`config.mk`:
```
export PLATFORM = sky130hd
export DESIGN_NAME = rv_decode_top
export DESIGN_NICKNAME = d
export VERILOG_FILES = /design/src/hw/rv_decode_pkg.sv /design/src/hw/ctrl_gen.sv /design/src/hw/imm_gen.sv /design/src/hw/op_classifier.sv /design/src/hw/pipe_stage.sv /design/src/hw/rv_decode_top.sv
export VERILOG_INCLUDE_DIRS = /design/src /design/src/hw
export SDC_FILE = /design/constraint.sdc
export NUM_CORES = 1
export LEC_CHECK = 0
export BUFFER_PORTS_ARGS = -buffer_cell sky130_fd_sc_hd__buf_2
export CAP_MARGIN = 10
export CORE_ASPECT_RATIO = 2
export CORE_MARGIN = 5
export CORE_UTILIZATION = 45
export CTS_CLUSTER_DIAMETER = 80
export DETAILED_ROUTE_END_ITERATION = 6
export GPL_ROUTABILITY_DRIVEN = 0
export PLACE_DENSITY = 0.69
export SLEW_MARGIN = 20
export SYNTH_ARGS = -nofsm -noshare
export SYNTH_HDL_FRONTEND = slang
export SYNTH_SLANG_ARGS = --single-unit
```
`constraint.sdc`:
```
create_clock -name i_clk -period 10.3 [get_ports i_clk]
set_input_delay 2.575 -clock i_clk [delete_from_list [all_inputs] [get_ports i_clk]]
set_output_delay 2.575 -clock i_clk [all_outputs]
set_load 0.01 [all_outputs]
```
`src/hw/rv_consts.svh`:
```
`ifndef RV_CONSTS_SVH
`define RV_CONSTS_SVH

// datapath widths
`define RV_XLEN             32
`define RV_PC_W             30
`define RV_REG_W            5

// opcode groups, bits 6:2 of the opcode
`define RV_OPG_LOAD         5'b00000
`define RV_OPG_OP_IMM       5'b00100
`define RV_OPG_AUIPC        5'b00101
`define RV_OPG_STORE        5'b01000
`define RV_OPG_OP           5'b01100
`define RV_OPG_LUI          5'b01101
`define RV_OPG_BRANCH       5'b11000
`define RV_OPG_JALR         5'b11001
`define RV_OPG_JAL          5'b11011

// legal funct7 values
`define RV_F7_BASE          7'b0000000
`define RV_F7_ALT           7'b0100000

// alu operation codes
`define RV_ALU_ADD          4'd0
`define RV_ALU_SUB          4'd1
`define RV_ALU_XOR          4'd2
`define RV_ALU_OR           4'd3
`define RV_ALU_AND          4'd4
`define RV_ALU_SHL          4'd5
`define RV_ALU_SHR          4'd6
`define RV_ALU_EQ           4'd8
`define RV_ALU_NEQ          4'd9
`define RV_ALU_LTS          4'd10
`define RV_ALU_LTU          4'd11
`define RV_ALU_NLTS         4'd12
`define RV_ALU_NLTU         4'd13

// arithmetic shift flag sits above the op code
`define RV_ALU_ARITH_BIT    4

`endif

```
`src/hw/rv_decode_pkg.sv`:
```
`include "rv_consts.svh"

package rv_decode_pkg;

    typedef enum logic [5:0]
    {
        KIND_LB, KIND_LH, KIND_LW, KIND_LBU, KIND_LHU,
        KIND_SB, KIND_SH, KIND_SW,
        KIND_ADDI, KIND_SLTI, KIND_SLTIU, KIND_XORI, KIND_ORI, KIND_ANDI,
        KIND_SLLI, KIND_SRLI, KIND_SRAI,
        KIND_ADD, KIND_SUB, KIND_SLL, KIND_SLT, KIND_SLTU,
        KIND_XOR, KIND_SRL, KIND_SRA, KIND_OR, KIND_AND,
        KIND_LUI, KIND_AUIPC,
        KIND_BEQ, KIND_BNE, KIND_BLT, KIND_BGE, KIND_BLTU, KIND_BGEU,
        KIND_JAL, KIND_JALR,
        KIND_ILLEGAL
    } instr_kind_e;

    typedef enum logic [1:0]
    {
        OP1_REG  = 2'd0,
        OP1_PC   = 2'd1,
        OP1_ZERO = 2'd2
    } op1_sel_e;

    typedef enum logic
    {
        OP2_REG = 1'b0,
        OP2_IMM = 1'b1
    } op2_sel_e;

    typedef enum logic [1:0]
    {
        RES_ALU = 2'd0,
        RES_MEM = 2'd1,
        RES_PC4 = 2'd2
    } res_src_e;

    typedef struct packed
    {
        logic                           arith;
        logic [`RV_ALU_ARITH_BIT-1:0]   op;
    } alu_ctrl_t;

    typedef struct packed
    {
        logic [`RV_XLEN-1:0]    instr;
        logic [`RV_PC_W-1:0]    pc;
    } fetch_t;

    typedef struct packed
    {
        logic [`RV_REG_W-1:0]   rs1;
        logic [`RV_REG_W-1:0]   rs2;
        logic [`RV_REG_W-1:0]   rd;
        logic [`RV_PC_W-1:0]    pc;
        logic [`RV_XLEN-1:0]    imm;
        logic [2:0]             funct3;
        instr_kind_e            kind;
        op1_sel_e               op1_sel;
        op2_sel_e               op2_sel;
        res_src_e               res_src;
        alu_ctrl_t              alu_ctrl;
        logic                   reg_write;
        logic                   mem_read;
        logic                   mem_write;
        logic                   jump;
        logic                   branch;
        logic                   pc_sel;
        logic                   illegal;
    } dec_t;

endpackage

```
`src/hw/ctrl_gen.sv`:
```
`timescale 1ns/1ps
`include "rv_consts.svh"

module ctrl_gen
    import rv_decode_pkg::*;
(
    input  instr_kind_e i_kind,
    output logic        o_reg_write,
    output logic        o_mem_read,
    output logic        o_mem_write,
    output logic        o_jump,
    output logic        o_branch,
    output logic        o_pc_sel,
    output logic        o_illegal,
    output op1_sel_e    o_op1_sel,
    output op2_sel_e    o_op2_sel,
    output res_src_e    o_res_src,
    output alu_ctrl_t   o_alu_ctrl
);

    always_comb
    begin
        o_reg_write = 1'b0;
        o_mem_read  = 1'b0;
        o_mem_write = 1'b0;
        o_jump      = 1'b0;
        o_branch    = 1'b0;
        o_pc_sel    = 1'b0;
        o_illegal   = 1'b0;
        o_op1_sel   = OP1_REG;
        o_op2_sel   = OP2_IMM;
        o_res_src   = RES_ALU;
        case (i_kind)
        KIND_LB, KIND_LH, KIND_LW, KIND_LBU, KIND_LHU:
        begin
            o_reg_write = 1'b1;
            o_mem_read  = 1'b1;
            o_res_src   = RES_MEM;
        end
        KIND_SB, KIND_SH, KIND_SW:
            o_mem_write = 1'b1;
        KIND_ADD, KIND_SUB, KIND_SLL, KIND_SLT, KIND_SLTU,
        KIND_XOR, KIND_SRL, KIND_SRA, KIND_OR, KIND_AND:
        begin
            o_reg_write = 1'b1;
            o_op2_sel   = OP2_REG;
        end
        KIND_BEQ, KIND_BNE, KIND_BLT, KIND_BGE, KIND_BLTU, KIND_BGEU:
        begin
            o_branch  = 1'b1;
            o_op2_sel = OP2_REG;
        end
        KIND_LUI:
        begin
            o_reg_write = 1'b1;
            o_op1_sel   = OP1_ZERO;
        end
        KIND_AUIPC:
        begin
            o_reg_write = 1'b1;
            o_op1_sel   = OP1_PC;
        end
        KIND_JAL, KIND_JALR:
        begin
            o_reg_write = 1'b1;
            o_jump      = 1'b1;
            o_res_src   = RES_PC4;
            // jal adds to pc, jalr to rs1
            o_op1_sel   = (i_kind == KIND_JAL) ? OP1_PC : OP1_REG;
            o_pc_sel    = (i_kind == KIND_JALR);
        end
        KIND_ILLEGAL:
        begin
            o_illegal = 1'b1;
            o_op2_sel = OP2_REG;
        end
        // remaining kinds are the register-immediate ops
        default:
            o_reg_write = 1'b1;
        endcase
    end

    always_comb
    begin
        o_alu_ctrl.arith = (i_kind == KIND_SRA) || (i_kind == KIND_SRAI);
        case (i_kind)
        KIND_BEQ:                           o_alu_ctrl.op = `RV_ALU_EQ;
        KIND_BNE:                           o_alu_ctrl.op = `RV_ALU_NEQ;
        KIND_BLT, KIND_SLT, KIND_SLTI:      o_alu_ctrl.op = `RV_ALU_LTS;
        KIND_BGE:                           o_alu_ctrl.op = `RV_ALU_NLTS;
        KIND_BLTU, KIND_SLTU, KIND_SLTIU:   o_alu_ctrl.op = `RV_ALU_LTU;
        KIND_BGEU:                          o_alu_ctrl.op = `RV_ALU_NLTU;
        KIND_SUB:                           o_alu_ctrl.op = `RV_ALU_SUB;
        KIND_XOR, KIND_XORI:                o_alu_ctrl.op = `RV_ALU_XOR;
        KIND_OR, KIND_ORI:                  o_alu_ctrl.op = `RV_ALU_OR;
        KIND_AND, KIND_ANDI:                o_alu_ctrl.op = `RV_ALU_AND;
        KIND_SLL, KIND_SLLI:                o_alu_ctrl.op = `RV_ALU_SHL;
        KIND_SRL, KIND_SRLI, KIND_SRA, KIND_SRAI:
                                            o_alu_ctrl.op = `RV_ALU_SHR;
        default:                            o_alu_ctrl.op = `RV_ALU_ADD;
        endcase
    end

endmodule

```
`src/hw/imm_gen.sv`:
```
`timescale 1ns/1ps
`include "rv_consts.svh"

module imm_gen
    import rv_decode_pkg::*;
(
    input  logic [`RV_XLEN-1:0] i_instr,
    input  instr_kind_e         i_kind,
    output logic [`RV_XLEN-1:0] o_imm
);

    always_comb
    begin
        case (i_kind)
        KIND_JAL:
            o_imm = {{12{i_instr[31]}}, i_instr[19:12], i_instr[20], i_instr[30:21], 1'b0};
        KIND_LUI, KIND_AUIPC:
            o_imm = {i_instr[31:12], 12'b0};
        KIND_JALR, KIND_LB, KIND_LH, KIND_LW, KIND_LBU, KIND_LHU,
        KIND_ADDI, KIND_SLTI, KIND_SLTIU, KIND_XORI, KIND_ORI, KIND_ANDI,
        KIND_SLLI, KIND_SRLI, KIND_SRAI:
            o_imm = {{21{i_instr[31]}}, i_instr[30:20]};
        KIND_BEQ, KIND_BNE, KIND_BLT, KIND_BGE, KIND_BLTU, KIND_BGEU:
            o_imm = {{20{i_instr[31]}}, i_instr[7], i_instr[30:25], i_instr[11:8], 1'b0};
        KIND_SB, KIND_SH, KIND_SW:
            o_imm = {{21{i_instr[31]}}, i_instr[30:25], i_instr[11:7]};
        // register ops and illegal words carry no immediate
        default:
            o_imm = '0;
        endcase
    end

endmodule

```
`src/hw/op_classifier.sv`:
```
`timescale 1ns/1ps
`include "rv_consts.svh"

module op_classifier
    import rv_decode_pkg::*;
(
    input  logic [`RV_XLEN-1:0] i_instr,
    output instr_kind_e         o_kind
);

    logic [4:0] w_opg;
    logic [2:0] w_f3;
    logic [6:0] w_f7;

    assign w_opg = i_instr[6:2];
    assign w_f3  = i_instr[14:12];
    assign w_f7  = i_instr[31:25];

    always_comb
    begin
        o_kind = KIND_ILLEGAL;
        // compressed words never match
        if (i_instr[1:0] == 2'b11)
        begin
            case (w_opg)
            `RV_OPG_LOAD:
                case (w_f3)
                3'b000: o_kind = KIND_LB;
                3'b001: o_kind = KIND_LH;
                3'b010: o_kind = KIND_LW;
                3'b100: o_kind = KIND_LBU;
                3'b101: o_kind = KIND_LHU;
                default: o_kind = KIND_ILLEGAL;
                endcase
            `RV_OPG_STORE:
                case (w_f3)
                3'b000: o_kind = KIND_SB;
                3'b001: o_kind = KIND_SH;
                3'b010: o_kind = KIND_SW;
                default: o_kind = KIND_ILLEGAL;
                endcase
            `RV_OPG_OP_IMM:
                case (w_f3)
                3'b000: o_kind = KIND_ADDI;
                3'b010: o_kind = KIND_SLTI;
                3'b011: o_kind = KIND_SLTIU;
                3'b100: o_kind = KIND_XORI;
                3'b110: o_kind = KIND_ORI;
                3'b111: o_kind = KIND_ANDI;
                3'b001: o_kind = (w_f7 == `RV_F7_BASE) ? KIND_SLLI : KIND_ILLEGAL;
                3'b101:
                begin
                    if (w_f7 == `RV_F7_BASE)
                        o_kind = KIND_SRLI;
                    else if (w_f7 == `RV_F7_ALT)
                        o_kind = KIND_SRAI;
                end
                default: o_kind = KIND_ILLEGAL;
                endcase
            `RV_OPG_OP:
                case ({w_f7, w_f3})
                {`RV_F7_BASE, 3'b000}: o_kind = KIND_ADD;
                {`RV_F7_ALT,  3'b000}: o_kind = KIND_SUB;
                {`RV_F7_BASE, 3'b001}: o_kind = KIND_SLL;
                {`RV_F7_BASE, 3'b010}: o_kind = KIND_SLT;
                {`RV_F7_BASE, 3'b011}: o_kind = KIND_SLTU;
                {`RV_F7_BASE, 3'b100}: o_kind = KIND_XOR;
                {`RV_F7_BASE, 3'b101}: o_kind = KIND_SRL;
                {`RV_F7_ALT,  3'b101}: o_kind = KIND_SRA;
                {`RV_F7_BASE, 3'b110}: o_kind = KIND_OR;
                {`RV_F7_BASE, 3'b111}: o_kind = KIND_AND;
                default: o_kind = KIND_ILLEGAL;
                endcase
            `RV_OPG_BRANCH:
                case (w_f3)
                3'b000: o_kind = KIND_BEQ;
                3'b001: o_kind = KIND_BNE;
                3'b100: o_kind = KIND_BLT;
                3'b101: o_kind = KIND_BGE;
                3'b110: o_kind = KIND_BLTU;
                3'b111: o_kind = KIND_BGEU;
                default: o_kind = KIND_ILLEGAL;
                endcase
            `RV_OPG_LUI:    o_kind = KIND_LUI;
            `RV_OPG_AUIPC:  o_kind = KIND_AUIPC;
            `RV_OPG_JAL:    o_kind = KIND_JAL;
            `RV_OPG_JALR:   o_kind = (w_f3 == 3'b000) ? KIND_JALR : KIND_ILLEGAL;
            default:        o_kind = KIND_ILLEGAL;
            endcase
        end
    end

endmodule

```
`src/hw/pipe_stage.sv`:
```
`timescale 1ns/1ps

module pipe_stage
    import rv_decode_pkg::*;
#(
    parameter type T = fetch_t
)
(
    input  logic    i_clk,
    input  logic    i_rst_n,
    input  logic    i_flush,
    input  logic    i_valid,
    output logic    o_ready,
    input  T        i_data,
    output logic    o_valid,
    input  logic    i_ready,
    output T        o_data
);

    logic   r_full;
    T       r_data;

    // free slot, or the held item leaves this cycle
    assign o_ready = !r_full || i_ready;
    assign o_valid = r_full;
    assign o_data  = r_data;

    always_ff @(posedge i_clk)
    begin
        if (!i_rst_n || i_flush)
            r_full <= 1'b0;
        else if (o_ready)
            r_full <= i_valid;
    end

    always_ff @(posedge i_clk)
    begin
        if (o_ready && i_valid)
            r_data <= i_data;
    end

endmodule

```
`src/hw/rv_decode_top.sv`:
```
`timescale 1ns/1ps
`include "rv_consts.svh"

module rv_decode_top
    import rv_decode_pkg::*;
(
    input  logic                    i_clk,
    input  logic                    i_rst_n,
    input  logic                    i_flush,
    input  logic                    i_valid,
    input  logic [`RV_XLEN-1:0]     i_instr,
    input  logic [`RV_PC_W-1:0]     i_pc,
    input  logic                    i_ready,
    output logic                    o_ready,
    output logic                    o_valid,
    output logic [`RV_REG_W-1:0]    o_rs1,
    output logic [`RV_REG_W-1:0]    o_rs2,
    output logic [`RV_REG_W-1:0]    o_rd,
    output logic [`RV_PC_W-1:0]     o_pc,
    output logic [`RV_XLEN-1:0]     o_imm,
    output logic [2:0]              o_funct3,
    output logic                    o_reg_write,
    output logic                    o_mem_read,
    output logic                    o_mem_write,
    output logic                    o_jump,
    output logic                    o_branch,
    output logic                    o_pc_sel,
    output logic                    o_illegal,
    output op1_sel_e                o_op1_sel,
    output op2_sel_e                o_op2_sel,
    output res_src_e                o_res_src,
    output alu_ctrl_t               o_alu_ctrl
);

    fetch_t         w_fetch_in;
    fetch_t         w_fetch_q;
    logic           w_fetch_valid;
    logic           w_dec_ready;
    dec_t           w_dec_d;
    dec_t           w_dec_q;
    instr_kind_e    w_kind;
    logic [`RV_XLEN-1:0] w_imm;
    logic           w_reg_write;
    logic           w_mem_read;
    logic           w_mem_write;
    logic           w_jump;
    logic           w_branch;
    logic           w_pc_sel;
    logic           w_illegal;
    op1_sel_e       w_op1_sel;
    op2_sel_e       w_op2_sel;
    res_src_e       w_res_src;
    alu_ctrl_t      w_alu_ctrl;

    assign w_fetch_in = '{instr: i_instr, pc: i_pc};

    pipe_stage #(.T(fetch_t)) u_fetch_slice
    (
        .i_clk      (i_clk),
        .i_rst_n    (i_rst_n),
        .i_flush    (i_flush),
        .i_valid    (i_valid),
        .o_ready    (o_ready),
        .i_data     (w_fetch_in),
        .o_valid    (w_fetch_valid),
        .i_ready    (w_dec_ready),
        .o_data     (w_fetch_q)
    );

    op_classifier u_classifier
    (
        .i_instr    (w_fetch_q.instr),
        .o_kind     (w_kind)
    );

    imm_gen u_imm_gen
    (
        .i_instr    (w_fetch_q.instr),
        .i_kind     (w_kind),
        .o_imm      (w_imm)
    );

    ctrl_gen u_ctrl_gen
    (
        .i_kind         (w_kind),
        .o_reg_write    (w_reg_write),
        .o_mem_read     (w_mem_read),
        .o_mem_write    (w_mem_write),
        .o_jump         (w_jump),
        .o_branch       (w_branch),
        .o_pc_sel       (w_pc_sel),
        .o_illegal      (w_illegal),
        .o_op1_sel      (w_op1_sel),
        .o_op2_sel      (w_op2_sel),
        .o_res_src      (w_res_src),
        .o_alu_ctrl     (w_alu_ctrl)
    );

    // register fields come straight from the word
    assign w_dec_d = '{
        rs1:       w_fetch_q.instr[19:15],
        rs2:       w_fetch_q.instr[24:20],
        rd:        w_fetch_q.instr[11:7],
        pc:        w_fetch_q.pc,
        imm:       w_imm,
        funct3:    w_fetch_q.instr[14:12],
        kind:      w_kind,
        op1_sel:   w_op1_sel,
        op2_sel:   w_op2_sel,
        res_src:   w_res_src,
        alu_ctrl:  w_alu_ctrl,
        reg_write: w_reg_write,
        mem_read:  w_mem_read,
        mem_write: w_mem_write,
        jump:      w_jump,
        branch:    w_branch,
        pc_sel:    w_pc_sel,
        illegal:   w_illegal
    };

    pipe_stage #(.T(dec_t)) u_dec_slice
    (
        .i_clk      (i_clk),
        .i_rst_n    (i_rst_n),
        .i_flush    (i_flush),
        .i_valid    (w_fetch_valid),
        .o_ready    (w_dec_ready),
        .i_data     (w_dec_d),
        .o_valid    (o_valid),
        .i_ready    (i_ready),
        .o_data     (w_dec_q)
    );

    assign o_rs1       = w_dec_q.rs1;
    assign o_rs2       = w_dec_q.rs2;
    assign o_rd        = w_dec_q.rd;
    assign o_pc        = w_dec_q.pc;
    assign o_imm       = w_dec_q.imm;
    assign o_funct3    = w_dec_q.funct3;
    assign o_reg_write = w_dec_q.reg_write;
    assign o_mem_read  = w_dec_q.mem_read;
    assign o_mem_write = w_dec_q.mem_write;
    assign o_jump      = w_dec_q.jump;
    assign o_branch    = w_dec_q.branch;
    assign o_pc_sel    = w_dec_q.pc_sel;
    assign o_illegal   = w_dec_q.illegal;
    assign o_op1_sel   = w_dec_q.op1_sel;
    assign o_op2_sel   = w_dec_q.op2_sel;
    assign o_res_src   = w_dec_q.res_src;
    assign o_alu_ctrl  = w_dec_q.alu_ctrl;

endmodule

```
## After elaboration in Yosys (flattened, before gate mapping)

Memories as Yosys holds them, arrays and structs flattened. A register that Yosys moved wholly into a read port is not among the register bits.
Index checks and enable logic that the tools add are counted.

| word-level totals | value |
|---|---|
| register bits | 157 |
| memory bits (read-only) | 256 |
| bits of input ports | 67 |
| output and inout bits | 99 |
| word-level logic and storage cells | 129 |
| memories kept | 1 |

| operators by class | value |
|---|---|
| equality and inequality tests | 63 |
| muxes and demuxes | 22 |
| reductions and logical operators | 22 |

Memories:

| memory | words | width | read ports | clocked after memory_dff | write ports | line | text |
|---|---|---|---|---|---|---|---|
| (name not given) | 64 | 4 | 1 | 1 | 0 | ctrl_gen.sv:86 | `case (i_kind)` |

Operator list:

| operator | count |
|---|---|
| $pmux W32 S5 | 1 |
| $eq A6 B5 Y1 const B | 16 |
| $pmux W6 S10 | 1 |
| $pmux W6 S9 | 1 |
| $eq A6 B4 Y1 const B | 8 |
| $pmux W6 S8 | 1 |
| $eq A10 B3 Y1 const B | 4 |
| $eq A6 B6 Y1 const B | 6 |
| $pmux W6 S6 | 1 |
| $pmux W6 S5 | 1 |
| $eq A6 B3 Y1 const B | 4 |
| $mux W6 | 4 |
| $eq A10 B2 Y1 const B | 2 |
| $eq A10 B9 Y1 const B | 2 |
| $pmux W6 S3 | 1 |
| $reduce_or A17 Y1 | 1 |
| $eq A5 B4 Y1 const B | 3 |
| $eq A5 B5 Y1 const B | 3 |
| $reduce_or A15 Y1 | 1 |
| $eq A3 B3 Y1 const B | 4 |
| $eq A6 B2 Y1 const B | 2 |
| $eq A10 B1 Y1 const B | 1 |
| $eq A5 B3 Y1 const B | 2 |
| $logic_not A10 Y1 | 1 |
| 20 further kinds | 36 |

## Depth between registers and ports, before layout

| logic depth | value |
|---|---|
| depth in word-level cells | 9 |
| depth in mapped cells | 17 |
| gate-level depth less buffers | 12 |

## Modules after synthesis

Synthesis repeated with hierarchy kept, for this count alone.

| second synthesis, totals | value |
|---|---|
| cell total of the unflattened synthesis | 472 |
| area, all modules | 6974.2 µm² |

By module, submodules not included:

| module | instances | cells an instance | area each (µm²) | sequential area each (µm²) |
|---|---|---|---|---|
| pipe_stage (u_dec_slice) | 1 | 109 | 3154.3 | 3113.0 |
| pipe_stage (u_fetch_slice) | 1 | 68 | 1923.1 | 1881.8 |
| op_classifier | 1 | 120 | 724.4 | 0.0 |
| imm_gen | 1 | 94 | 586.8 | 0.0 |
| ctrl_gen | 1 | 81 | 585.6 | 0.0 |

## Worst setup path after synthesis

Ideal clock, no wire load.

| timing path | value |
|---|---|
| path kind | input to register |
| start point | in i_ready |
| end point | reg u_dec_slice.r_data (netlist bit u_dec_slice.o_data[0]), enable pin |
| setup time | 0.565 ns |
| arrival | 6.951 ns |
| required time | 9.735 ns |
| path slack | 2.783 ns |
| stages | 2 |
| buffers on the path | 0 |
| cells stage by stage | nor2b_1 > nor2b_1 |

| on the way | value |
|---|---|
| cells in the longest elaborated chain, start to end | 2 |

RTL lines:

| element | line | text |
|---|---|---|
| start, declared | rv_decode_top.sv:13 | `input logic i_ready,` |
| $logic_or A1 B1 Y1 | pipe_stage.sv:24 | `assign o_ready = !r_full \|\| i_ready;` |
| $logic_and A1 B1 Y1 | pipe_stage.sv:38 | `if (o_ready && i_valid)` |
| end signal, assigned | pipe_stage.sv:39 | `r_data <= i_data;` |
| end, declared | pipe_stage.sv:21 | `T r_data;` |

No other way between the ends.
A chain may end at the register's enable or synchronous reset.

## Worst setup path in the final report

| timing path | value |
|---|---|
| start point | in i_ready |
| end point | out o_ready |

| on the way | value |
|---|---|
| cells in the longest elaborated chain, start to end | 2 |

RTL lines:

| element | line | text |
|---|---|---|
| $logic_or A1 B1 Y1 (2 in series) | pipe_stage.sv:24 |  |
| end, declared | rv_decode_top.sv:14 | `output logic o_ready,` |

No other way between the ends.

==> flow_metrics.py <==
metrics = {
    "outcome": {
        "outcome": "finished clean",
    },
    "die": {
        "core_area_um2": 14900,
        "die-area_um2": 17900,
        "fp.dieH_um": 184,
        "standard_cell_rows": 63,
        "pin_count": 166,
        "fp.dieW_um": 97.1,
        "starting_utilization_of_the_core_area": 0.458,
    },
    "timing": {
        "setup-tns-final_ns": 0,
        "worst_slew_margin_rel": 0.274,
        "setup_violations": 0,
        "period_needed_ns": 5.82,
        "drv_slew": 0,
        "whs_ns": 0.420,
        "timing.clock.skew_ns": 0.00815,
        "max_freq_mhz": 172,
        "max_slew.worst_pin.slew_ns": 1.08,
        "layout_worst_path_cycle_share": 0.565,
        "rsz_0062_raised_after_global_routing": "false",
        "timing_hold_violations_final": 0,
    },
    "clocking": {
        "clk_latency_worst_skew_pair_ns": 0.41,
        "cts-root-buf": "sky130_fd_sc_hd__clkbuf_16",
        "clkTransAtPathRegs_ns": 0.06,
        "cts_hold_buf": 0,
        "clock_tree.htree_level_count": 4,
        "tritoncts_num_sinks": 161,
        "cts_repair_resizes": 0,
        "cts_buffers": 17,
        "clockBufferDepth": 2,
        "cts_tree": "yes",
        "cts_post_setup_buffers_inserted": 0,
    },
    "synth": {
        "number_of_synthesized_flops_with_an_enable_pin": 159,
        "mappedNetlistArea_um2": 6820,
        "synth-seq-area-share": 0.706,
        "synth.top_cell.area_share": 0.700,
        "synthesis.yosys.warnings": 0,
        "syn-num-nets": 552,
        "synthTopCellsByArea": "sky130_fd_sc_hd__edfxtp_1 70%, sky130_fd_sc_hd__o211ai_1 2.1%, sky130_fd_sc_hd__a21oi_1 1.8%",
        "synthArstFlopShare": 0,
        "syn_inst": 479,
        "dominantRegCellSynth": "sky130_fd_sc_hd__edfxtp_1",
        "postSynthRegisterBits": 161,
        "synth.lib_cells_used.distinct": 73,
        "synth_largest_area_cell": "sky130_fd_sc_hd__edfxtp_1",
        "post_synth.cell_area_avg_um2": 14.2,
    },
    "worst_setup_path": {
        "ff2ff_path_depth": 13,
        "critical_path_peak_fanout": 4,
        "cp.required_ns": 7.73,
        "end_kind": "output port",
        "timing_worst_setup_path_type": "in -> out",
        "worst_r2r_startpoint": "u_fetch_slice.o_data[43]$_DFFE_PP_",
        "cp_data_arrival_time_ns": 3.24,
        "regToRegEndpoint": "u_dec_slice.o_data[27]$_DFFE_PP_",
        "reg2reg_slack_ns": 5.48,
        "crit_path_start_kind": "primary input",
    },
    "route": {
        "detailroute.via_count": 4714,
        "wirelength_um": 16100,
        "via_per_inst": 5.57,
        "detailedRoute.firstPassIterationCount": 5,
        "routed_wire_length_per_instance_um": 19.0,
        "drc": 0,
        "ant_nets": 0,
        "detailedRoute.firstIterationViolations": 395,
    },
    "pwr": {
        "areal_power_density_over_the_cells_nw_per_um2": 175,
        "vdd_ir_drop_max_mv": 0.0963,
        "power_leakage_nw": 3.22,
    },
    "global_route": {
        "initial_antenna_violation_count": 1,
        "grt_first_pass_wirelength_um": 24600,
        "grt_max_degree": 75,
        "first_global_vias": 4783,
        "track_usage": 0.177,
        "remaining_global_route_overflow": 0,
    },
    "cells_and_area": {
        "final_cells": 846,
        "final_layout_size_suffix_gt1_frac": 0.342,
        "design.final.nets": 710,
        "area_growth_syn_to_layout_pct": 23.3,
    },
    "placed_design": {
        "buffer_ports.inserted": 165,
        "place_inst": 812,
        "hpwlAfterDp_um": 11500,
    },
    "min_path": {
        "worst_hold_path.endpoint": "u_dec_slice.o_data[72]$_DFFE_PP_",
        "hold_path_class": "reg -> reg",
        "hold_depth": 0,
        "hold_path_startpoint": "u_fetch_slice.o_data[14]$_DFFE_PP_",
    },
    "job": {
        "max-cap-violations": 0,
    },
}
[worst max-delay path by stage]
stage	to	startpoint	depth (start not counted)	slack [ns]
floorplan	u_dec_slice.o_data[0]$_DFFE_PP_	i_ready	2	2.78
finish	o_ready	i_ready	4	4.48
CTS	o_ready	i_ready	4	4.48
global placement	o_ready	i_ready	4	4.50
detailed placement	o_ready	i_ready	4	4.48
global route	o_ready	i_ready	4	4.41
[registers in the layout, summed over array words and instances, names as in the netlist]
register / flops
u_dec_slice.o_data: 97
u_dec_slice.o_valid: 1
u_fetch_slice.o_data: 62
u_fetch_slice.o_valid: 1
[through the flow]
step | setup WS, ns | util | total power [mW] | instance area [um^2]
after floorplan | 2.78 | - | 0.824 | 6820
after global placement | 4.50 | 0.523 | 0.853 | 7790
after detailed placement | 4.48 | 0.523 | 0.857 | 7790
after CTS | 4.48 | 0.563 | 1.48 | 8390
after global routing | 4.41 | 0.564 | 1.52 | 8410
final | 4.48 | 0.564 | 1.47 | 8410
[worst max-delay path: stages]
cell                      delay (ns)
sky130_fd_sc_hd__buf_2          0.10
sky130_fd_sc_hd__nor2b_1        0.30
sky130_fd_sc_hd__nand2_1        0.11
sky130_fd_sc_hd__buf_2          0.16
[cell usage in the layout (no fill, tap or decap), types with 6 or more instances in the layout]
cell / count
sky130_fd_sc_hd__nand4_1: 6
sky130_fd_sc_hd__a21oi_1: 23
sky130_fd_sc_hd__and3_1: 6
sky130_fd_sc_hd__edfxtp_1: 159
sky130_fd_sc_hd__clkbuf_16: 17
sky130_fd_sc_hd__o221ai_1: 6
sky130_fd_sc_hd__nor2b_1: 6
sky130_fd_sc_hd__nor3_1: 10
sky130_fd_sc_hd__o211ai_1: 19
sky130_fd_sc_hd__nor2_1: 24
sky130_fd_sc_hd__a31oi_1: 11
sky130_fd_sc_hd__ha_1: 6
sky130_fd_sc_hd__buf_2: 165
sky130_fd_sc_hd__nand2b_1: 9
sky130_fd_sc_hd__or3_1: 8
sky130_fd_sc_hd__o21ai_0: 13
sky130_fd_sc_hd__nand3_1: 12
sky130_fd_sc_hd__inv_1: 24
sky130_fd_sc_hd__nand2_1: 24
[layer usage]
layer,global-route usage,part of all wire
met5,0,0
met4,0.106,0.045
met3,0.0371,0.055
met2,0.344,0.57
met1,0.168,0.33
[power breakdown]
part / internal [mW] / switching (mW)
Clock: 0.365 / 0.261
Sequential: 0.747 / 0.0164
Combinational: 0.0311 / 0.0491
Total: 1.14 / 0.327
[synthesized netlist by cell type (3+ instances only)]
library cell	count
sky130_fd_sc_hd__clkbuf_1	9
sky130_fd_sc_hd__a31oi_1	12
sky130_fd_sc_hd__nand4_1	6
sky130_fd_sc_hd__o31ai_1	4
sky130_fd_sc_hd__nor3_1	10
sky130_fd_sc_hd__ha_1	6
sky130_fd_sc_hd__a211oi_1	3
sky130_fd_sc_hd__a21oi_1	24
sky130_fd_sc_hd__o21ai_0	13
sky130_fd_sc_hd__inv_1	24
sky130_fd_sc_hd__nand3_1	12
sky130_fd_sc_hd__o2111ai_1	3
sky130_fd_sc_hd__nor2_1	24
sky130_fd_sc_hd__or2_1	3
sky130_fd_sc_hd__o211ai_1	19
sky130_fd_sc_hd__nor2b_1	7
sky130_fd_sc_hd__edfxtp_1	159
sky130_fd_sc_hd__or3_1	8
sky130_fd_sc_hd__nand2_1	24
sky130_fd_sc_hd__nand2b_1	9
sky130_fd_sc_hd__and2_1	5
sky130_fd_sc_hd__buf_2	16
sky130_fd_sc_hd__o22ai_1	4
sky130_fd_sc_hd__o221ai_1	6
sky130_fd_sc_hd__and3_1	6
[final cells by class]
type	instances	area, um^2
Clock inverter	15	175
Sequential cell	161	4810
Antenna cell	1	2.50
Tap cell	195	244
Multi-Input combinational cell	265	1810
Timing Repair Buffer	168	848
Clock buffer	17	425
Fill cell	1210	6490
Inverter	24	90.1
[logic make-up after synthesis]
kind of cell | synth area share
flops | 0.706
simple gates | 0.112
compound gates | 0.134
buf+inv | 0.0349
fa+ha+maj | 0.0110
xor+xnor | 0.00128
mux | 0.00147
(Power assumes the default switching activity.)
